==> src/source/cache_pkg.sv <==
package cache_pkg;

    // word addresses on both sides
    localparam int ADDR_WIDTH = 16;
    localparam int DATA_WIDTH = 32;

    // fixed by the 7-node tree
    localparam int NUM_WAYS = 8;

    typedef logic [ADDR_WIDTH-1:0] addr_t;
    typedef logic [DATA_WIDTH-1:0] data_t;

    typedef logic [$clog2(NUM_WAYS)-1:0] way_idx_t;

    // hit, valid and dirty vectors
    typedef logic [NUM_WAYS-1:0] way_mask_t;

    // bit 0 root, bits 1-2 middle nodes, bits 3-6 leaves
    // a node at 0 points toward the lower half, pair or way
    typedef logic [NUM_WAYS-2:0] plru_t;

    typedef enum logic [2:0] {
        IDLE,
        LOOKUP,
        WRITE_BACK_REQ,
        WRITE_BACK_WAIT,
        FETCH_REQ,
        FETCH_WAIT,
        FILL
    } ctrl_state_t;

endpackage

==> src/source/cache_data_array.sv <==
module cache_data_array #(
    parameter int SET_BITS = 4
) (
    input  logic                  clk,
    input  logic [SET_BITS-1:0]   lookup_set,
    input  cache_pkg::way_idx_t   sel_way,
    input  logic                  hit_write,
    input  logic                  fill,
    input  cache_pkg::way_idx_t   access_way,
    input  cache_pkg::data_t      store_wdata,
    output cache_pkg::data_t      rdata
);

    localparam int NUM_SETS = 1 << SET_BITS;

    cache_pkg::data_t words [NUM_SETS][cache_pkg::NUM_WAYS];

    always_ff @(posedge clk) begin
        if (hit_write || fill) begin
            words[lookup_set][access_way] <= store_wdata;
        end
    end

    // hit way on lookup, victim way on write-back
    assign rdata = words[lookup_set][sel_way];

endmodule

==> config.mk <==
export PLATFORM = sky130hd
export DESIGN_NAME = cache_data_array
export DESIGN_NICKNAME = d
export VERILOG_FILES = /design/src/source/cache_pkg.sv /design/src/source/cache_data_array.sv
export SDC_FILE = /design/constraint.sdc
export NUM_CORES = 2
export LEC_CHECK = 0
export ABC_AREA = 0
export CAP_MARGIN = 20
export CORE_MARGIN = 5
export CORE_UTILIZATION = 40
export CTS_CLUSTER_DIAMETER = 60
export CTS_CLUSTER_SIZE = 40
export DETAILED_ROUTE_END_ITERATION = 16
export DONT_BUFFER_PORTS = 1
export SKIP_CTS_REPAIR_TIMING = 1
export SYNTH_ARGS = -nofsm -noshare
export SYNTH_HDL_FRONTEND = slang
export SYNTH_SLANG_ARGS = --single-unit
==> constraint.sdc <==
create_clock -name clk -period 4.32 [get_ports clk]
set_input_delay 0 -clock clk [delete_from_list [all_inputs] [get_ports clk]]
set_output_delay 0 -clock clk [all_outputs]
set_load 0.01 [all_outputs]
==> metrics.md <==
| Metric | Value |
|---|---|
| CP Data Arrival Time | roughly 4800 ps |
| Die ar. | roughly 400,000 um2 |
| Total CTS buffers | ~190 |
| Yosys reg bits | 4,096 |
| Total global-route track usage | 0.217 |
| Crit Path Max Fanout | between 400 and 500 |
| Max H-tree Level | 4 |
| Internal | between 50 and 60 mW |
| Max cap viols | 0 |
| Slew Limit Fails | 278 |
| Comb pwr share | 0.058 |
| Maximum clock path buffer count | 4 |
| Layout fillers | between 30,000 and 40,000 |
| Finished Core Util | 0.454 |
| Number of global-route vias before repair | between 70,000 and 80,000 |
| Total number of vias | 78,000 |
| Syn Nets | 6,988 |
| CP Capture Type | output pin |
| Initial core utilization | 0.401 |
| Leak pwr | around 54 nW |
| Max IR drop VDD | 0.333 mV |
| F_max | between 0.2 and 0.25 GHz |
| Global-route wire length before repair | between 600,000 and 700,000 um |
| DIE WIDTH | 634 um |
| Hold depth | 5 |
| Setup Crit Path Kind | input pin to output pin |
| Crit path launch type | input pin |
| Syn Inst Count | about 7,000 |
| Hold_sp | hit_write |
| Seq pwr share | 0.604 |
| Ys flop type | edfxtp_1 |
| Top Registers | words (4096) |
| Share of cells above drive strength 1 | 0.255 |
| Number of synthesized flops with an enable pin | roughly 4,100 |
| Final min period | a little under 5000 ps |
| Worst-Margin Slew | 2210 ps |
| Top-area cell type share of the netlist area | 0.791 |
| Switching pwr | approximately 17 mW |
| Synth cell types | 38 |
| Via density | 6.15 |
| Placer Congestion | ~0.79 |
| Initial antenna violation count | 34 |
| Top-count cell post-synth | edfxtp_1 |
| DR pass1 iterations | 5 |
| Final Setup Violations | 11 |
| Synth cell count leaders | edfxtp_1 (4,096), mux4_2 (768), mux2i_1 (482), clkbuf_1 (228), a211oi_1 (144) |
| Worst min path class | input pin to register |
| Max_slew headroom | -0.475 |
| Routed Antenna Nets | 0 |
| WL per Instance | 35.9 um |
| Register area share after synthesis | 0.791 |
| Clock transition at the registers of the reported paths | between 100 and 150 ps |
| Period utilization | 1.12 |
| NumNets Final | approximately 7,300 |
| Hold Fails Final Rpt | 0 |
| Die height | 634 um |
| Asr flop ratio synth | 0 |
| Clock power share | 0.337 |
| Sw frac | 0.239 |
| Cell accounting for the most synthesized area | edfxtp_1 |
| Row cnt | 229 |
| Largest net degree at the start of global routing | 436 |
| # DRC | 0 |
| Core Area | just under 400,000 um2 |
| Most flops, register | words |
| DR iter-0 viols | about 11,000 |
| Average size of a mapped cell | 22.4 um2 |
| Synth Cell Area | 156,000 um2 |
| Required time worst endpoint | roughly 4300 ps |
| Place WS | -2610 ps |
| Max reg flops | between 4,000 and 5,000 |
| Area contributors post-synth | edfxtp_1 (79%), mux4_2 (11%), mux2i_1 (3.1%) |
| IO buf count | 0 |
| Ys Warns | 0 |
| Setup ws final | -522 ps |
| Area Overhead vs Synth | 13.4% |
| Drt total wl | approximately 460,000 um |
| PD cells | a little over 400 nW/um2 |
| Clk root buf | clkbuf_16 |
| Gr ovfl total | 0 |
| Status | finished, violations left |
| CTS sink count | about 4,100 |
| Io pins | 77 |
| Post-DP HPWL | 224,000 um |
| Hold EP | words[0][115]$_DFFE_PP_ |
| TritonCTS clock tree | yes |
| Failing checks | max-slew violations, negative setup slack |
==> cell usage in the layout, fill, tap and decap left out, types with 27 or more instances in the layout <==
cell and n:
nand2_1 63, o221ai_1 123, mux4_2 768, clkbuf_16 218
a21oi_1 78, a22o_1 95, a22oi_1 115, mux2_2 70
or4_1 28, inv_16 41, buf_16 44, buf_12 136
o22ai_1 113, nor2_4 130, inv_12 27, buf_4 313
a221oi_1 48, mux2i_1 482, edfxtp_1 4096, a211oi_1 121
clkinv_16 27, dlygate4sd3_1 38, diode_2 62, a2111oi_0 56
==> layer usage <==
metal | vias up | routed length, um | global-route usage
met5 | - | 66 | 0
li1 | 30400 | - | -
met4 | 10 | 16300 | 0.0679
met3 | 571 | 39000 | 0.0364
met1 | 43100 | 176000 | 0.292
met2 | 3930 | 224000 | 0.364
==> cell families after synthesis <==
logic type | after synthesis | synth area share
buf+inv | 423 | 0.0131
compound gates | 820 | 0.0404
simple gates | 277 | 0.00803
flops | 4096 | 0.791
mux | 1327 | 0.148
==> worst max-delay path, stage by stage <==
cell	delay (ps)
or3_2	1610
o221ai_1	370
a21oi_1	80
a221oi_2	1270
or4_1	310
buf_4	150
==> power by group through the flow <==
stage	Combinational, mW	Clock, mW	Sequential (mW)
after global placement	3.28	0	44.8
after CTS	3.30	25.0	43.9
after floorplan	2.03	0	44.8
after global routing	4.39	26.4	44.0
final	4.25	24.5	43.9
after detailed placement	3.29	0	44.8
==> area by class of cell <==
| cell class | instances | area [um2] | area share |
|---|---|---|---|
| diodes | 62 | 155 | 0.000879 |
| clock buffers | 201 | 4920 | 0.0279 |
| clock inverters | 153 | 2750 | 0.0156 |
| multi-input cells | 2424 | 31900 | 0.181 |
| flip-flops and latches | 4096 | 123000 | 0.697 |
| well taps | 5197 | 6500 | 0.0369 |
| repair buffers | 555 | 7230 | 0.0410 |
==> worst max path at each step <==
stage                        startpoint  cells after the start                    end
final                     lookup_set[2]                      6              rdata[27]
after global placement    lookup_set[0]                     11              rdata[19]
after detailed placement  lookup_set[0]                     12               rdata[5]
after floorplan           lookup_set[0]                      9  words[5][0]$_DFFE_PP_
after CTS                 lookup_set[0]                     12               rdata[5]
after global routing      lookup_set[2]                      6              rdata[27]
==> metrics by stage <==
stage | instances | power, mW | area [um2] | TNS (ps) | hold WS (ps)
CTS | 12500 | 72.2 | 174000 | -68900 | -898
floorplan | 6943 | 46.9 | 156000 | 0 | 98.9
global route | 12700 | 74.7 | 176000 | -23.1 | 9.65
detailed placement | 12200 | 48.1 | 167000 | -69630 | 110
finish | 12700 | 72.7 | 176000 | -2470 | 31.2
global placement | 12200 | 48.1 | 167000 | -70030 | 113
Power figures use the tool's default switching activity.
