**config.mk**
```make
export PLATFORM = sky130hd
export DESIGN_NAME = plru_tree
export DESIGN_NICKNAME = d
export VERILOG_FILES = /design/src/source/cache_pkg.sv /design/src/source/plru_tree.sv
export SDC_FILE = /design/constraint.sdc
export NUM_CORES = 1
export LEC_CHECK = 0
export BUFFER_PORTS_ARGS = -buffer_cell sky130_fd_sc_hd__buf_2
export CELL_PAD_IN_SITES_DETAIL_PLACEMENT = 2
export CELL_PAD_IN_SITES_GLOBAL_PLACEMENT = 2
export CORE_ASPECT_RATIO = 1.25
export CORE_MARGIN = 4
export CORE_UTILIZATION = 25
export DETAILED_ROUTE_END_ITERATION = 10
export MAX_ROUTING_LAYER = met4
export PLACE_DENSITY_LB_ADDON = 0.1
export SYNTH_ARGS = -nofsm -noshare
export SYNTH_HDL_FRONTEND = slang
export SYNTH_SLANG_ARGS = --single-unit
export TNS_END_PERCENT = 50
```
**constraint.sdc**
```tcl
create_clock -name clk -period 5 [get_ports clk]
set_input_delay 1.25 -clock clk [delete_from_list [all_inputs] [get_ports clk]]
set_output_delay 1.25 -clock clk [all_outputs]
set_load 0.03 [all_outputs]
```
**src/source/cache_pkg.sv**
```systemverilog
package cache_pkg;

    // word addresses on both sides
    localparam int ADDR_WIDTH = 16;
    localparam int DATA_WIDTH = 32;

    // fixed by the 7-node tree
    localparam int NUM_WAYS = 8;

    typedef logic [ADDR_WIDTH-1:0] addr_t;
    typedef logic [DATA_WIDTH-1:0] data_t;

    typedef logic [$clog2(NUM_WAYS)-1:0] way_idx_t;

    // hit, valid and dirty vectors
    typedef logic [NUM_WAYS-1:0] way_mask_t;

    // bit 0 root, bits 1-2 middle nodes, bits 3-6 leaves
    // a node at 0 points toward the lower half, pair or way
    typedef logic [NUM_WAYS-2:0] plru_t;

    typedef enum logic [2:0] {
        IDLE,
        LOOKUP,
        WRITE_BACK_REQ,
        WRITE_BACK_WAIT,
        FETCH_REQ,
        FETCH_WAIT,
        FILL
    } ctrl_state_t;

endpackage

```
**src/source/plru_tree.sv**
```systemverilog
module plru_tree #(
    parameter int SET_BITS = 4
) (
    input  logic                  clk,
    input  logic                  reset,
    input  logic [SET_BITS-1:0]   lookup_set,
    input  logic                  access,
    input  cache_pkg::way_idx_t   access_way,
    output cache_pkg::way_idx_t   victim_way
);

    localparam int NUM_SETS = 1 << SET_BITS;

    cache_pkg::plru_t trees [NUM_SETS];
    cache_pkg::plru_t cur_tree;
    cache_pkg::plru_t new_tree;
    logic [1:0] pair;

    assign cur_tree = trees[lookup_set];

    // root picks the half, middle node the pair, leaf the way
    always_comb begin
        if (cur_tree[0]) begin
            pair = {1'b1, cur_tree[2]};
        end else begin
            pair = {1'b0, cur_tree[1]};
        end
        victim_way = {pair, cur_tree[3 + pair]};
    end

    // path nodes point away from the accessed way
    always_comb begin
        new_tree = cur_tree;
        new_tree[0] = ~access_way[2];
        new_tree[1 + access_way[2]] = ~access_way[1];
        new_tree[3 + access_way[2:1]] = ~access_way[0];
    end

    always_ff @(posedge clk) begin
        if (reset) begin
            for (int s = 0; s < NUM_SETS; s++) begin
                trees[s] <= '0;
            end
        end else if (access) begin
            trees[lookup_set] <= new_tree;
        end
    end

endmodule
```
==> results.toml <==
[clocking]
cts_sinks = 112
clockBufferDepth = 2
cts_root_buffer = "clkbuf_16"
insertion_delay_ps = 360
cts-buffers-inserted = 9
h-tree-depth = 3
cts.clk_slew.worst_paths_ps = 80
cts_tree = "built"

[yosys]
synth.cell_area_um2 = 5300
synth_nets = 389
ys_ff_latch = 112
yosysSeqAreaShare_pct = 63.5
synth-edff-count = 112
post_synth_num_cell_types = 34
synth_ff_type = "edfxtp_1"
avgSynthCellArea_um2 = 14.2
synthesis.instances = 373
ys_warn_count = 0
ys_async_sr_fraction_pct = 0

[detailed_routing]
drc = 0
wl_mm = 15.7
routed_via_density = 4.55
drt-initial-drc-count = 165
ant_nets = 0
vias = 3119
first_pass_iters = 4
post_drt_wl_per_cell_um = 22.9

[critical_path]
path_cells = "buf_16 > mux4_2 > a22oi_2 > nand2_4 > mux2i_4 > ha_4 > mux2_2 > a22oi_2 > o21a_1 > mux2i_1 > mux2_4 > buf_6"
cp-start-kind = "primary input"
crit_arrival_ps = 3770
cp.required_ps = 3750
crit_path_max_fanout = 7
path_common_cell = "a22oi_2"
crit_type = "primary input to primary output"
crit_path_max_incr_delay_ps = 510
crit_path_top_delay_cell = "mux4_2"
endpoint_kind = "primary output"
rrSetupSlack_ps = 2400

[final_layout]
drive_gt1_share_pct = 26.5
nNetsFinal = 424
layout_commonest_cell = "nor2_1"
final_cell_mix = "nor2_1, edfxtp_1, buf_4"
top_register = "trees"
nFillCells = 2198
syn_to_final_growth_pct = 17.6
top_regs = "trees: 112 flops"
utilization_pct = 29.9
antenna_cells = 0
largest_reg_flops = 112

[grt]
grt_overflow = 0
grt_pass1_vias = 3661
grt_max_degree = 18
antenna_found_initial = 0
grt_pass1_wl_mm = 23.9
grtUsageTotal_pct = 14.3

[die]
dieArea_um2 = 23600
ios = 13
die_h_um = 171
rows = 59
fp.dieW_um = 138
start_util_pct = 25.5
fp.coreArea_um2 = 20800

[sta]
post-route-worst-setup-slack_ps = -17.5
clock-skew-final_ps = 8.35
drv_slew = 0
setup_violations = 1
hold_viol_final = 0
fin_crit_ps = 5020
fin_hold_ws_ps = 1410
slew_headroom_pct = 41.4
rsz0062_at_grt = "true"
fin_crit_sh_pct = 100
fmax_ghz = 0.199
tightest_slew_ps = 877

[placement]
numPortBuffers = 12
dp_hpwl_mm = 11.2
routabilityCongestion = 0.749

[status]
status = "finished, violations left"
violations = "setup timing"

[power_and_ir_drop]
power_density_nw_per_um2 = 348
worst_ir_drop_vdd_v = 0.000157
p_leak_uw = 0.00217

[job]
max_cap_viol_count = 0

[hold_path]
hold_path.class = "flip-flop to flip-flop"
-- routing by layer --
metal / up-vias / track usage [%] / wire length, µm
met4: 0 / 6.27 / 501
met2: 31 / 24.8 / 8120
li1: 1434 / - / -
met5: - / - / 0
met1: 1636 / 16.7 / 6750
met3: 18 / 2.07 / 294
-- path summary, 6_finish.rpt --
check                startpoint       endpoint  depth (start not counted)
setup / recovery  lookup_set[0]  victim_way[0]                         12
hold / removal      trees[4][3]   trees[12][3]                          6
hold reg to reg     trees[4][3]   trees[12][3]                          6
setup reg to reg   trees[11][2]   trees[15][2]                          8
-- per-stage QoR --
step	setup TNS [ps]	cells	setup WS (ps)	power, µW	instance area, µm²
floorplan	-62.5	373	-62.5	1290	5340
CTS	-64.5	684	-64.5	2190	6210
finish	-17.5	685	-17.5	2170	6230
global route	-149	685	-149	2250	6230
global placement	-524	666	-524	1400	5790
detailed placement	-569	666	-569	1410	5790
-- worst max-delay path, delay by kind of cell --
| kind | cells | cell delay [ps] |
|---|---|---|
| AO/OA/AOI/OAI | 3 | 500 |
| adder cells (fa/ha/maj) | 1 | 290 |
| buffers and inverters | 2 | 250 |
| multiplexers | 5 | 1370 |
| AND/OR/NAND/NOR | 1 | 90 |
-- area by class of cell --
| type | instances | area, µm² | area share [%] |
|---|---|---|---|
| well taps | 274 | 343 | 5.50 |
| flip-flops and latches | 112 | 3360 | 54.0 |
| inverters | 6 | 22.5 | 0.361 |
| clock buffers | 10 | 229 | 3.67 |
| multi-input cells | 234 | 1830 | 29.4 |
| repair buffers | 45 | 370 | 5.94 |
| clock inverters | 4 | 71.3 | 1.14 |
-- cells by family after synthesis --
group	count (synthesis)	share of synthesized area, %
multiplexers	42	15.8
flip-flops	112	63.5
AND/OR/NAND/NOR	164	12.8
buffers and inverters	27	2.97
adder cells (fa/ha/maj)	6	1.42
AO/OA/AOI/OAI	22	3.47
-- cell usage after synthesis, drive strengths merged, types with 2 or more instances --
library cell / count / area (µm²)
mux4: 30 / 676
edfxtp: 112 / 3360
nand2: 23 / 88.8
mux2i: 7 / 108
clkbuf: 5 / 18.8
ha: 6 / 75.1
nor2: 117 / 439
nor2b: 3 / 18.8
a22oi: 7 / 62.6
inv: 6 / 22.5
a211oi: 2 / 15.0
mux2: 5 / 56.3
nand2b: 16 / 100
a21oi: 4 / 27.5
o21a: 2 / 15.0
o21ai: 3 / 15.0
buf: 16 / 116
-- report_power, final --
| part | internal [µW] | total [µW] | switching, µW |
|---|---|---|---|
| logic | 132 | 314 | 182 |
| registers | 1070 | 1090 | 14.7 |
| clock network | 433 | 766 | 333 |
| total | 1640 | 2170 | 530 |
-- timing repair --
item	CTS	global route
endpoints found under the setup margin	1	1
pin swaps	6	5
gates cloned	1	0
resized for setup	17	2
setup buffers	3	1
hold buffers	0	0
(Power assumes the default switching activity.)
