### config.mk
export PLATFORM = sky130hd
export DESIGN_NAME = cache_tag_array
export DESIGN_NICKNAME = d
export VERILOG_FILES = /design/src/source/cache_pkg.sv /design/src/source/cache_tag_array.sv
export SDC_FILE = /design/constraint.sdc
export NUM_CORES = 2
export LEC_CHECK = 0
export BUFFER_PORTS_ARGS = -buffer_cell sky130_fd_sc_hd__buf_2
export CAP_MARGIN = 20
export CORE_MARGIN = 3
export CORE_UTILIZATION = 55
export CTS_CLUSTER_DIAMETER = 80
export DETAILED_ROUTE_END_ITERATION = 10
export GPL_ROUTABILITY_DRIVEN = 0
export MAX_ROUTING_LAYER = met4
export PLACE_DENSITY = 0.78
export SYNTH_ARGS = -nofsm -noshare
export SYNTH_HDL_FRONTEND = slang
export SYNTH_SLANG_ARGS = --single-unit
### constraint.sdc
create_clock -name clk -period 5.5 [get_ports clk]
set_input_delay 0.275 -clock clk [delete_from_list [all_inputs] [get_ports clk]]
set_output_delay 0.275 -clock clk [all_outputs]
set_load 0.01 [all_outputs]
### src/source/cache_pkg.sv
package cache_pkg;

    // word addresses on both sides
    localparam int ADDR_WIDTH = 16;
    localparam int DATA_WIDTH = 32;

    // fixed by the 7-node tree
    localparam int NUM_WAYS = 8;

    typedef logic [ADDR_WIDTH-1:0] addr_t;
    typedef logic [DATA_WIDTH-1:0] data_t;

    typedef logic [$clog2(NUM_WAYS)-1:0] way_idx_t;

    // hit, valid and dirty vectors
    typedef logic [NUM_WAYS-1:0] way_mask_t;

    // bit 0 root, bits 1-2 middle nodes, bits 3-6 leaves
    // a node at 0 points toward the lower half, pair or way
    typedef logic [NUM_WAYS-2:0] plru_t;

    typedef enum logic [2:0] {
        IDLE,
        LOOKUP,
        WRITE_BACK_REQ,
        WRITE_BACK_WAIT,
        FETCH_REQ,
        FETCH_WAIT,
        FILL
    } ctrl_state_t;

endpackage

### src/source/cache_tag_array.sv
module cache_tag_array #(
    parameter int SET_BITS = 4
) (
    input  logic                                         clk,
    input  logic                                         reset,
    input  logic [SET_BITS-1:0]                          lookup_set,
    input  logic [cache_pkg::ADDR_WIDTH-SET_BITS-1:0]    lookup_tag,
    input  cache_pkg::way_idx_t                          victim_way,
    input  logic                                         hit_write,
    input  logic                                         fill,
    input  cache_pkg::way_idx_t                          access_way,
    output cache_pkg::way_mask_t                         hit_mask,
    output logic                                         victim_valid,
    output logic                                         victim_dirty,
    output logic [cache_pkg::ADDR_WIDTH-SET_BITS-1:0]    victim_tag
);

    localparam int TAG_BITS = cache_pkg::ADDR_WIDTH - SET_BITS;
    localparam int NUM_SETS = 1 << SET_BITS;

    logic [TAG_BITS-1:0] tags [NUM_SETS][cache_pkg::NUM_WAYS];
    cache_pkg::way_mask_t valid [NUM_SETS];
    cache_pkg::way_mask_t dirty [NUM_SETS];

    // all eight ways compared at once
    always_comb begin
        for (int w = 0; w < cache_pkg::NUM_WAYS; w++) begin
            hit_mask[w] = valid[lookup_set][w] && (tags[lookup_set][w] == lookup_tag);
        end
    end

    assign victim_valid = valid[lookup_set][victim_way];
    assign victim_dirty = dirty[lookup_set][victim_way];
    assign victim_tag   = tags[lookup_set][victim_way];

    always_ff @(posedge clk) begin
        if (fill) begin
            tags[lookup_set][access_way] <= lookup_tag;
        end
    end

    always_ff @(posedge clk) begin
        if (reset) begin
            for (int s = 0; s < NUM_SETS; s++) begin
                valid[s] <= '0;
                dirty[s] <= '0;
            end
        end else begin
            if (fill) begin
                valid[lookup_set][access_way] <= 1'b1;
                dirty[lookup_set][access_way] <= 1'b0;
            end
            // a write miss fills and writes in the same cycle, so dirty wins
            if (hit_write) begin
                dirty[lookup_set][access_way] <= 1'b1;
            end
        end
    end

endmodule

==> impl_metrics.env <==
export IMPL_status="finished, final reports clean"
export IMPL_layout_drive_gt1_share=0.253
export IMPL_worstPathArrival_ns=4.37
export IMPL_cts_htree_levels=4
export IMPL_setup_tns_ns=0
export IMPL_crit_path_start_kind="flip-flop"
export IMPL_power_density_nw_per_um2=354
export IMPL_fin_util=0.627
export IMPL_dr_pass1_iters=6
export IMPL_rsz0062_at_grt="false"
export IMPL_p_int_w=0.0229
export IMPL_final_setup_viol_count=0
export IMPL_numCtsBuffers=171
export IMPL_synth_common_cells="1664 x edfxtp_1, 561 x nor2_1, 472 x mux4_2"
export IMPL_synthMostInstantiatedCell="edfxtp_1"
export IMPL_crit_fanout=2
export IMPL_die_y_um=372
export IMPL_syn_to_final_growth_pct=12.5
export IMPL_ant_nets=0
export IMPL_synth_edf_count=1664
export IMPL_net_switching_power_w=0.00643
export IMPL_min_to="tags[5][68]"
export IMPL_wirelength_mm=202
export IMPL_reg2regPathDepth=2
export IMPL_drv_slew=0
export IMPL_synthCells=3990
export IMPL_combPwrFrac=0.067
export IMPL_worstSetupPathType="reg2out"
export IMPL_fin_skew_ns=0
export IMPL_gr_total_overflow=0
export IMPL_switching_share=0.219
export IMPL_hold_viol=0
export IMPL_clkSlewWorstSetupHoldPaths_ns=0.06
export IMPL_r2r_slack_ns=4.81
export IMPL_grt_pass1_wl_mm=290
export IMPL_grt_start_max_net_pins=97
export IMPL_yosys_area_top_type="edfxtp_1"
export IMPL_syn_area_per_cell_um2=18.5
export IMPL_std_cell_rows=133
export IMPL_core_um2=132000
export IMPL_numPortBuffers=47
export IMPL_synth_seq_area_share=0.712
export IMPL_yosysWarnings=0
export IMPL_fmax_mhz=215
export IMPL_fin_nets=4238
export IMPL_synth_top_area_frac=0.677
export IMPL_wl_per_cell_um=33.0
export IMPL_tightest_slew_ns=1.23
export IMPL_ys_seq_elements=1792
export IMPL_synth_ff_type="edfxtp_1"
export IMPL_multi_input_comb_area_um2=19800
export IMPL_ys_types=70
export IMPL_grtUsageTotal=0.304
export IMPL_cts_sinks=1792
export IMPL_ios=48
export IMPL_hpwl_mm=125
export IMPL_register_area_um2=52500
export IMPL_reg2reg_to="valid[10][5]"
export IMPL_ir_worst_vdd_uv=324
export IMPL_worstSkewPairLatency_ns=0.79
export IMPL_drc=0
export IMPL_nFillCells=8711
export IMPL_cap_viol_max_count=0
export IMPL_grt_pass1_vias=40690
export IMPL_synth_nets=4016
export IMPL_dr_total_vias=41560
export IMPL_antenna_found_initial=20
export IMPL_cp_end_kind="primary output"
export IMPL_postCtsSetupRepairBufs=0
export IMPL_synth_area_top_cells="edfxtp_1 68%, mux4_2 14%, dfxtp_1 3.5%, mux2i_1 3.0%, nor2_1 2.9%"
export IMPL_regToRegStartpoint="valid[10][5]"
export IMPL_start_util=0.558
export IMPL_min_from="lookup_tag[8]"
export IMPL_cts_tree="yes"
export IMPL_syn_cell_area_um2=73800
export IMPL_die_x_um=372
export IMPL_p_seq_frac=0.511
export IMPL_vias_per_cell=6.78
export IMPL_relSlewSlack=0.176
export IMPL_async_flop_share=0
export IMPL_p_leak_nw=27.2
export IMPL_fp_dieArea_um2=139000
export IMPL_clkPwrFrac=0.422
export IMPL_hp_class="in2reg"
export IMPL_whs_ns=0.0590
export IMPL_fin_crit_ns=4.64
export IMPL_max_clock_path_buffers=3
export IMPL_drt_iter0_markers=7351
export IMPL_clockRootBuffer="clkbuf_16"
export IMPL_hold_path_depth=1
export IMPL_fin_crit_sh=0.844
export IMPL_cp_required_ns=5.22
==> cells by family (layout without fill, tap and decap cells) <==
logic type / Yosys count / in the layout / synth area share
muxes: 753 / 753 / 0.183
and+or+nand+nor: 875 / 875 / 0.0519
buffers and inverters: 261 / 630 / 0.0195
other: 0 / 17 / 0
DFF: 1792 / 1792 / 0.712
AOI/OAI and AO/OA: 190 / 190 / 0.0188
xor gates and xnor gates: 119 / 119 / 0.0141
==> final cells by class <==
class / count / area share
clock buffers: 220 / 0.0569
diodes: 17 / 0.000513
clock inverters: 100 / 0.0151
flip-flops and latches: 1792 / 0.633
multi-input cells: 1937 / 0.238
well taps: 1755 / 0.0265
repair buffers: 298 / 0.0290
inverters: 12 / 0.000558
==> power groups by stage <==
stage	clock network, W	logic [W]	registers (W)
after CTS	0.0125	0.00192	0.0150
after global placement	0	0.00187	0.0153
after detailed placement	0	0.00190	0.0153
final	0.0124	0.00198	0.0150
after global routing	0.0130	0.00204	0.0150
after floorplan	0	0.00114	0.0153
==> per-stage QoR <==
stage	area (um^2)	power (W)	setup slack [ns]	std cells
after floorplan	73800	0.0164	2.65	3990
after global placement	76900	0.0172	1.19	5784
after detailed placement	76900	0.0172	1.20	5784
after CTS	82900	0.0294	1.07	6112
after global routing	83000	0.0300	0.814	6129
final	83000	0.0294	0.856	6131
==> layer usage <==
metal / GRT usage / vias to the layer above / share of wire
li1: - / 16449 / -
met1: 0.406 / 21109 / 0.35
met2: 0.442 / 3394 / 0.45
met3: 0.0859 / 608 / 0.14
met4: 0.131 / 0 / 0.051
met5: - / - / 0
==> cell usage in the layout, fill, tap and decap left out, drive strengths merged, types with 6 or more instances in the layout <==
| cell | n |
|---|---|
| edfxtp | 1664 |
| dfxtp | 128 |
| nor3 | 19 |
| clkinv | 65 |
| mux2i | 224 |
| dlygate4sd3 | 8 |
| a221oi | 15 |
| buf | 290 |
| nand4 | 13 |
| nor4 | 6 |
| xnor2 | 83 |
| o22ai | 17 |
| bufinv | 24 |
| mux2 | 57 |
| diode | 17 |
| a22oi | 22 |
| a21oi | 23 |
| mux4 | 472 |
| o21ai | 33 |
| o211ai | 7 |
| clkbuf | 220 |
| nand3 | 26 |
| xor2 | 36 |
| o221ai | 6 |
| nor2 | 561 |
| a2111oi | 8 |
| a211oi | 10 |
| inv | 14 |
| a31oi | 8 |
| nor2b | 13 |
| nand2 | 83 |
| clkinvlp | 9 |
| or3 | 132 |
==> how the worst max path moves through the flow <==
stage,startpoint,depth (start not counted),to
CTS,tags[5][66],6,hit_mask[2]
global route,lookup_set[0],10,hit_mask[7]
detailed placement,lookup_set[0],10,hit_mask[7]
finish,tags[15][66],6,hit_mask[2]
floorplan,lookup_set[1],9,dirty[11][2]
global placement,lookup_set[0],8,hit_mask[2]
==> critical path: stages (launching register included) <==
cell       delay (ns)
edfxtp_1         0.37
mux4_2           0.48
mux2i_1          0.80
xnor2_1          0.11
or4_1            0.56
a2111oi_2        0.96
buf_2            0.29
==> registers in the layout, indices dropped and copies added (netlist names) <==
signal	cells
valid	128
dirty	128
tags	1536
==> repair_timing <==
item / in CTS / in global routing
hold buffers: 8 / 0
gates resized for setup: 0 / 0
endpoints found under the hold margin: 145 / 0
(Power assumes the default switching activity.)
