## config.mk

```make
export PLATFORM = sky130hd
export DESIGN_NAME = cache_control
export DESIGN_NICKNAME = d
export VERILOG_FILES = /design/src/source/cache_pkg.sv /design/src/source/cache_control.sv
export SDC_FILE = /design/constraint.sdc
export NUM_CORES = 1
export LEC_CHECK = 0
export ABC_AREA = 1
export BUFFER_PORTS_ARGS = -buffer_cell sky130_fd_sc_hd__buf_2
export CORE_AREA = 2 2 111 113
export CTS_BUF_LIST = sky130_fd_sc_hd__clkbuf_8 sky130_fd_sc_hd__clkbuf_16
export DETAILED_ROUTE_END_ITERATION = 10
export DIE_AREA = 0 0 113 115
export PLACE_DENSITY = 0.72
export SLEW_MARGIN = 20
export SYNTH_ARGS = -nofsm -noshare
export SYNTH_HDL_FRONTEND = slang
export SYNTH_SLANG_ARGS = --single-unit
```

## constraint.sdc

```tcl
create_clock -name clk -period 3.3 [get_ports clk]
set_input_delay 0.66 -clock clk [delete_from_list [all_inputs] [get_ports clk]]
set_output_delay 0.66 -clock clk [all_outputs]
set_load 0.05 [all_outputs]
```

## src/source/cache_pkg.sv

```systemverilog
package cache_pkg;

    // word addresses on both sides
    localparam int ADDR_WIDTH = 16;
    localparam int DATA_WIDTH = 32;

    // fixed by the 7-node tree
    localparam int NUM_WAYS = 8;

    typedef logic [ADDR_WIDTH-1:0] addr_t;
    typedef logic [DATA_WIDTH-1:0] data_t;

    typedef logic [$clog2(NUM_WAYS)-1:0] way_idx_t;

    // hit, valid and dirty vectors
    typedef logic [NUM_WAYS-1:0] way_mask_t;

    // bit 0 root, bits 1-2 middle nodes, bits 3-6 leaves
    // a node at 0 points toward the lower half, pair or way
    typedef logic [NUM_WAYS-2:0] plru_t;

    typedef enum logic [2:0] {
        IDLE,
        LOOKUP,
        WRITE_BACK_REQ,
        WRITE_BACK_WAIT,
        FETCH_REQ,
        FETCH_WAIT,
        FILL
    } ctrl_state_t;

endpackage

```

## src/source/cache_control.sv

```systemverilog
module cache_control #(
    parameter int SET_BITS = 4
) (
    input  logic                                         clk,
    input  logic                                         reset,

    input  logic                                         cpu_req_valid,
    output logic                                         cpu_req_ready,
    input  logic                                         cpu_req_write,
    input  cache_pkg::addr_t                             cpu_req_addr,
    input  cache_pkg::data_t                             cpu_req_wdata,
    output logic                                         cpu_resp_valid,
    output cache_pkg::data_t                             cpu_rdata,

    output logic [SET_BITS-1:0]                          lookup_set,
    output logic [cache_pkg::ADDR_WIDTH-SET_BITS-1:0]    lookup_tag,
    input  cache_pkg::way_mask_t                         hit_mask,
    input  cache_pkg::way_idx_t                          victim_way,
    input  logic                                         victim_valid,
    input  logic                                         victim_dirty,
    input  logic [cache_pkg::ADDR_WIDTH-SET_BITS-1:0]    victim_tag,
    output logic                                         hit_write,
    output logic                                         fill,
    output logic                                         access,
    output cache_pkg::way_idx_t                          access_way,
    output cache_pkg::way_idx_t                          sel_way,
    output cache_pkg::data_t                             store_wdata,
    input  cache_pkg::data_t                             rdata,

    output logic                                         mem_req_valid,
    input  logic                                         mem_req_ready,
    output logic                                         mem_req_write,
    output cache_pkg::addr_t                             mem_req_addr,
    output cache_pkg::data_t                             mem_req_wdata,
    input  logic                                         mem_resp_valid,
    input  cache_pkg::data_t                             mem_rdata
);

    cache_pkg::ctrl_state_t state, next_state;

    // latched request
    logic             req_write;
    cache_pkg::addr_t req_addr;
    cache_pkg::data_t req_wdata;
    cache_pkg::data_t fill_data;   // word from the fetch response

    logic                hit;
    cache_pkg::way_idx_t hit_way;
    logic                lookup_hit;

    always_ff @(posedge clk) begin
        if (cpu_req_valid && cpu_req_ready) begin
            req_write <= cpu_req_write;
            req_addr  <= cpu_req_addr;
            req_wdata <= cpu_req_wdata;
        end
        if (state == cache_pkg::FETCH_WAIT && mem_resp_valid) begin
            fill_data <= mem_rdata;
        end
    end

    assign lookup_set = req_addr[SET_BITS-1:0];
    assign lookup_tag = req_addr[cache_pkg::ADDR_WIDTH-1:SET_BITS];

    // mask is one-hot on a hit
    always_comb begin
        hit_way = '0;
        for (int w = 0; w < cache_pkg::NUM_WAYS; w++) begin
            if (hit_mask[w]) begin
                hit_way = cache_pkg::way_idx_t'(w);
            end
        end
    end

    assign hit        = |hit_mask;
    assign lookup_hit = (state == cache_pkg::LOOKUP) && hit;

    always_comb begin
        next_state = state;
        case (state)
            cache_pkg::IDLE: begin
                if (cpu_req_valid) next_state = cache_pkg::LOOKUP;
            end
            cache_pkg::LOOKUP: begin
                if (hit) begin
                    next_state = cache_pkg::IDLE;
                end else if (victim_valid && victim_dirty) begin
                    next_state = cache_pkg::WRITE_BACK_REQ;
                end else begin
                    next_state = cache_pkg::FETCH_REQ;
                end
            end
            cache_pkg::WRITE_BACK_REQ: begin
                if (mem_req_ready) next_state = cache_pkg::WRITE_BACK_WAIT;
            end
            cache_pkg::WRITE_BACK_WAIT: begin
                if (mem_resp_valid) next_state = cache_pkg::FETCH_REQ;
            end
            cache_pkg::FETCH_REQ: begin
                if (mem_req_ready) next_state = cache_pkg::FETCH_WAIT;
            end
            cache_pkg::FETCH_WAIT: begin
                if (mem_resp_valid) next_state = cache_pkg::FILL;
            end
            cache_pkg::FILL: begin
                next_state = cache_pkg::IDLE;
            end
            default: next_state = cache_pkg::IDLE;
        endcase
    end

    always_ff @(posedge clk) begin
        if (reset) begin
            state <= cache_pkg::IDLE;
        end else begin
            state <= next_state;
        end
    end

    assign cpu_req_ready  = (state == cache_pkg::IDLE);
    assign cpu_resp_valid = lookup_hit || (state == cache_pkg::FILL);
    assign cpu_rdata      = (state == cache_pkg::FILL) ? fill_data : rdata;

    // write miss stores the cpu word over the fetched one
    assign fill        = (state == cache_pkg::FILL);
    assign hit_write   = (lookup_hit || fill) && req_write;
    assign access      = lookup_hit || fill;
    assign store_wdata = hit_write ? req_wdata : fill_data;

    assign sel_way    = (state == cache_pkg::LOOKUP) ? hit_way : victim_way;
    assign access_way = sel_way;

    assign mem_req_valid = (state == cache_pkg::WRITE_BACK_REQ) ||
                           (state == cache_pkg::FETCH_REQ);
    assign mem_req_write = (state == cache_pkg::WRITE_BACK_REQ);
    assign mem_req_addr  = mem_req_write ? {victim_tag, lookup_set} : req_addr;
    assign mem_req_wdata = rdata;   // victim word, sel_way follows the victim

endmodule

```

==> results of run 1 <==
==> cells in the mapped netlist <==
master | instances | share of area, %
a21oi_1 | 6 | 0.73
buf_1 | 2 | 0.18
buf_2 | 4 | 0.48
buf_4 | 41 | 7.5
buf_6 | 3 | 0.82
clkbuf_1 | 9 | 0.82
dfxtp_1 | 3 | 1.5
edfxtp_1 | 81 | 59
inv_1 | 15 | 1.4
inv_2 | 1 | 0.091
nand2_1 | 214 | 19
nand2_2 | 2 | 0.30
nand3_1 | 35 | 4.2
nand4_1 | 1 | 0.15
nor2_1 | 20 | 1.8
nor2_2 | 1 | 0.15
nor2_4 | 1 | 0.27
nor3_1 | 3 | 0.36
o21ai_0 | 3 | 0.36
o21ai_4 | 1 | 0.39
o21bai_1 | 1 | 0.18
==> power by group through the flow <==
stage,Sequential [mW],Combinational [mW],Clock [mW]
final,1.51,2.47,0.889
after global routing,1.53,2.63,0.959
after CTS,1.51,2.49,0.913
after detailed placement,1.53,2.49,0
after global placement,1.53,2.47,0
after floorplan,1.70,1.78,0
==> sequential cells by signal, summed over array words and instances (netlist names) <==
| name | count |
|---|---|
| fill_data | 32 |
| req_write | 1 |
| state | 3 |
| req_wdata | 32 |
| req_addr | 16 |
==> per-stage QoR <==
| step | cells | utilization [%] | hold WS (ns) |
|---|---|---|---|
| global placement | 828 | 46.0 | 0.528 |
| global route | 844 | 48.2 | 0.488 |
| detailed placement | 828 | 46.0 | 0.522 |
| floorplan | 447 | - | 0.486 |
| CTS | 844 | 48.2 | 0.492 |
| finish | 844 | 48.2 | 0.502 |
==> worst register-to-register path, cell delays in order (launching register included) <==
cell and delay [ns]:
dfxtp_1 0.52, inv_1 0.18, nor2_1 0.17, nand2_1 0.12, nor2_4 0.52, buf_4 0.35
==> cell type report <==
type	count	share of cell area, %
clock buffers	9	3.96
clock inverters	7	0.638
inverters	16	1.06
multi-input cells	288	20.9
flip-flops and latches	84	43.8
well taps	147	3.23
repair buffers	293	26.4
==> worst max path at each step <==
stage,start,to
after floorplan,hit_mask[5],sel_way[1]
after global placement,hit_mask[2],store_wdata[31]
after detailed placement,hit_mask[2],store_wdata[31]
after CTS,state[2]$_SDFFE_PP0P_,store_wdata[31]
after global routing,state[2]$_SDFFE_PP0P_,store_wdata[31]
final,state[2]$_SDFFE_PP0P_,store_wdata[31]
==> metal layers <==
layer / vias up / part of all wire [%] / track usage, %
li1: 1900 / - / -
met1: 1732 / 42 / 23.1
met2: 137 / 51 / 32.2
met3: 7 / 6.3 / 3.32
met4: 0 / 0.93 / 5.85
met5: - / 0 / 0
==> cell families (layout without fill, tap and decap cells) <==
kind of cell           count (synthesis)  after routing  share of synthesized area [%]
and+or+nand+nor                      277            277                           26.8
AOI/OAI and AO/OA                     11             11                           1.67
buffers and inverters                 75            325                           11.2
DFF                                   84             84                           60.4
==> flow_summary.json, run 1 <==
{
  "p_seq_share_pct": 31.0,
  "postSynthAreaPerCell_um2": 9.24,
  "rsz0062_at_grt": "no",
  "routed_wirelength_mm": 12.2,
  "max_freq_ghz": 0.342,
  "p_comb_share_pct": 50.7,
  "antenna_found_initial": 0,
  "fin_setup_tns_ns": 0,
  "vias": 3776,
  "critPathTopFamily": "simple AND/OR/NAND/NOR gates",
  "max_slew.worst_pin.slew_ns": 0.721,
  "p_sw_mw": 2.45,
  "leakage_nw": 2.94,
  "drive_gt1_share_pct": 45.1,
  "place_congestion": 0.893,
  "synth_seq_area_share_pct": 60.4,
  "fin_skew_ns": 0.00585,
  "synth_fp_nets": 590,
  "start_kind": "register",
  "cp_slowest_stage_delay_ns": 0.37,
  "cts_tree": "built",
  "grt_usage_pct": 18.3,
  "power_density_nw_per_um2": 855,
  "reg2reg_to": "fill_data[21]$_DFFE_PP_",
  "grt_first_pass_wirelength_mm": 18.2,
  "synth-seq-cells": 84,
  "rows": 40,
  "mostFrequentLayoutCell": "buf_2",
  "grt_overflow": 0,
  "area_delta_synth_final_pct": 37.8,
  "first_pass_iters": 8,
  "crit_arrival_ns": 2.26,
  "fin_ws_ns": 0.379,
  "ctsHtreeMaxLevel": 3,
  "drt_iter0_drc": 197,
  "fin_nets": 835,
  "post-cts-setup-buffers": 0,
  "hold_path.class": "primary input to register",
  "yosysWarnings": 0,
  "drv_cap": 0,
  "setup_viol": 0,
  "grt_max_degree": 35,
  "core_um2": 11800,
  "wire_per_inst_um": 14.5,
  "layout_common_cells": "buf_2 (283), nand2_1 (214), edfxtp_1 (81)",
  "slew_viol_final": 0,
  "clk_pin_slew_worst_paths_ns": 0.06,
  "die-area_um2": 13000,
  "ant_nets": 0,
  "path_buf_inv": 2,
  "p_clk_share_pct": 18.3,
  "hold_viol": 0,
  "min_to": "req_wdata[10]$_DFFE_PP_",
  "place_ws_ns": 0.464,
  "r2r_setup_slack_ns": 1.14,
  "path_max_fanout": 34,
  "hp-start": "cpu_req_wdata[10]",
  "fillers": 1130,
  "failed_checks": "design-rule violations",
  "hold_buffers": 0,
  "outcome": "complete, but fails checks",
  "clock_sinks": 84,
  "dieHeight_um": 115,
  "cts_resized": 0,
  "post-route-period-util_pct": 88.5,
  "crit_chain": "nor2_2 -> nand2_2 -> o21ai_4 -> buf_4 -> nand3_1 -> nand2_1 -> buf_2",
  "multi_input_area_um2": 1190,
  "vias_per_cell": 4.47,
  "p_sw_share_pct": 50.2,
  "root_buffer": "clkbuf_16",
  "grt_pass1_vias": 3587,
  "cts-buffers-inserted": 9,
  "seq_area_um2": 2490,
  "syn-cell-area_um2": 4130,
  "dp_hpwl_mm": 9.41,
  "peakVddDrop_mv": 0.408,
  "cp_slowest_cell": "buf_4",
  "crit_type": "register to primary output",
  "diodes": 0,
  "clockBufferDepth": 2,
  "synthCells": 447,
  "die_w_um": 113,
  "synth_cell_types": 21,
  "r2r_start": "state[0]$_SDFFE_PP0P_",
  "post-route-cell-area_um2": 5690,
  "crit_path_end_kind": "primary output",
  "ff2ff_path_depth": 5,
  "crit_cells": 7,
  "drc": 13,
  "io_buffer_count": 283,
  "worstPathRequired_ns": 2.64,
  "clk_latency_ns": 0.33,
  "power_mw": 4.87,
  "placed_cell_area_um2": 5430,
  "start_util_pct": 35.0,
  "slew_headroom_pct": 51.8,
  "top_level_ports": 284,
  "p_int_mw": 2.42,
  "fin_crit_ns": 2.92,
  "hold_path_depth": 1
}
Note: power is estimated with default switching activity, not from simulation.
==> inputs of run 2 (changes only) <==
Settings changed: HOLD_SLACK_MARGIN set to 0.03, RECOVER_POWER set to 50.
==> run 2 against run 1 <==
The flow still finishes with violations (design-rule violations). Global-route usage is the same. Routed wire length grew 0.39%. Clock power is essentially flat. Register-to-register slack lost 0.26 ns. Critical path type unchanged. Critical endpoint unchanged. Largest cell class unchanged.
==> flow_summary.json, run 2 (synthesis results as in run 1) <==
{
  "post-route-cell-area_um2": 5620,
  "vias_per_cell": 4.47,
  "io_buffer_count": 283,
  "hold_path.class": "primary input to register",
  "clk_pin_slew_worst_paths_ns": 0.06,
  "r2r_setup_slack_ns": 0.88,
  "grt_first_pass_wirelength_mm": 18.2,
  "reg2reg_to": "req_addr[2]$_DFFE_PP_",
  "place_congestion": 0.893,
  "layout_common_cells": "buf_2 (231), nand2_1 (214), edfxtp_1 (81)",
  "fin_crit_ns": 2.92,
  "leakage_nw": 2.79,
  "clock_sinks": 84,
  "crit_path_end_kind": "primary output",
  "fin_util_pct": 47.6,
  "root_buffer": "clkbuf_16",
  "setup_viol": 0,
  "cts_tree": "built",
  "crit_arrival_ns": 2.26,
  "grt_util_met2_pct": 32.2,
  "cts_resized": 0,
  "post-cts-setup-buffers": 0,
  "slew_headroom_pct": 16.0,
  "hold_path_depth": 1,
  "wire_per_inst_um": 14.5,
  "crit_type": "register to primary output",
  "clockBufferDepth": 2,
  "start_kind": "register",
  "max_slew.worst_pin.slew_ns": 1.26,
  "routed_wirelength_mm": 12.2,
  "outcome": "complete, but fails checks",
  "cts-buffers-inserted": 9,
  "clk_latency_ns": 0.33,
  "start_util_pct": 35.0,
  "rows": 40,
  "cp_slowest_cell": "buf_4",
  "use_met3_pct": 3.32,
  "placed_cell_area_um2": 5430,
  "ff2ff_path_depth": 6,
  "die-area_um2": 13000,
  "cp_slowest_stage_delay_ns": 0.37,
  "fin_nets": 835,
  "diodes": 0,
  "path_buf_inv": 2,
  "fin_skew_ns": 0.00841,
  "post-route-period-util_pct": 88.5,
  "core_um2": 11800,
  "dieHeight_um": 115,
  "power_density_nw_per_um2": 863,
  "largest_registers": "fill_data (32), req_wdata (32), req_addr (16)",
  "crit_cells": 7,
  "hp-start": "cpu_req_wdata[10]",
  "hold_slack_ns": 0.499,
  "top_usage_layer": "met2",
  "die_w_um": 113,
  "area_delta_synth_final_pct": 36.0,
  "failed_checks": "design-rule violations",
  "fin_setup_tns_ns": 0,
  "grt_max_degree": 35,
  "hold_buffers": 0,
  "worstPathRequired_ns": 2.64,
  "crit_chain": "nor2_2 -> nand2_2 -> o21ai_4 -> buf_4 -> nand3_1 -> nand2_1 -> buf_2",
  "critPathTopFamily": "simple AND/OR/NAND/NOR gates",
  "path_max_fanout": 34,
  "grt_overflow": 0,
  "place_ws_ns": 0.464,
  "hold_viol": 0,
  "r2r_start": "state[1]$_SDFFE_PP0P_",
  "fin_ws_ns": 0.381,
  "mostFrequentLayoutCell": "buf_2",
  "drc": 13,
  "ctsHtreeMaxLevel": 3,
  "use_met1_pct": 23.1,
  "antenna_found_initial": 0,
  "rsz0062_at_grt": "no",
  "first_pass_iters": 8,
  "drv_cap": 0,
  "dp_hpwl_mm": 9.41,
  "vias": 3771,
  "top_level_ports": 284,
  "drive_gt1_share_pct": 37.4,
  "drt_iter0_drc": 199,
  "slew_viol_final": 0,
  "ant_nets": 0,
  "grt_pass1_vias": 3587,
  "min_to": "req_wdata[10]$_DFFE_PP_",
  "peakVddDrop_mv": 0.415,
  "max_freq_ghz": 0.343,
  "grt_usage_pct": 18.3
}
==> run 2: cell type report <==
type / count / area (µm²)
multi-input cells: 288 / 1180
repair buffers: 293 / 1440
well taps: 147 / 184
clock buffers: 9 / 225
fillers: 1167 / 6190
clock inverters: 7 / 36.3
flip-flops and latches: 84 / 2490
inverters: 16 / 60.1
==> run 2: per-stage QoR <==
stage               instances  power (mW)
finish                    844        4.84
global route              844        5.09
CTS                       844        4.92
detailed placement        828        4.02
global placement          828        4.01
floorplan                 447        3.47
==> run 2: where the power goes <==
part	total, mW	internal (mW)	switching [mW]
logic	2.44	0.473	1.97
registers	1.51	1.42	0.0908
clock network	0.892	0.499	0.393
==> run 2: metal layers <==
metal,vias to the layer above,share of wire [%]
li1,1899,-
met5,-,0
met3,7,5.9
met2,138,51
met4,0,0.93
met1,1727,42
==> run 2: how the worst max path moves through the flow <==
stage / from / to
final: state[2]$_SDFFE_PP0P_ / store_wdata[31]
after global placement: hit_mask[2] / store_wdata[31]
after CTS: state[2]$_SDFFE_PP0P_ / store_wdata[31]
after global routing: state[2]$_SDFFE_PP0P_ / store_wdata[31]
after detailed placement: hit_mask[2] / store_wdata[31]
after floorplan: hit_mask[5] / sel_way[1]
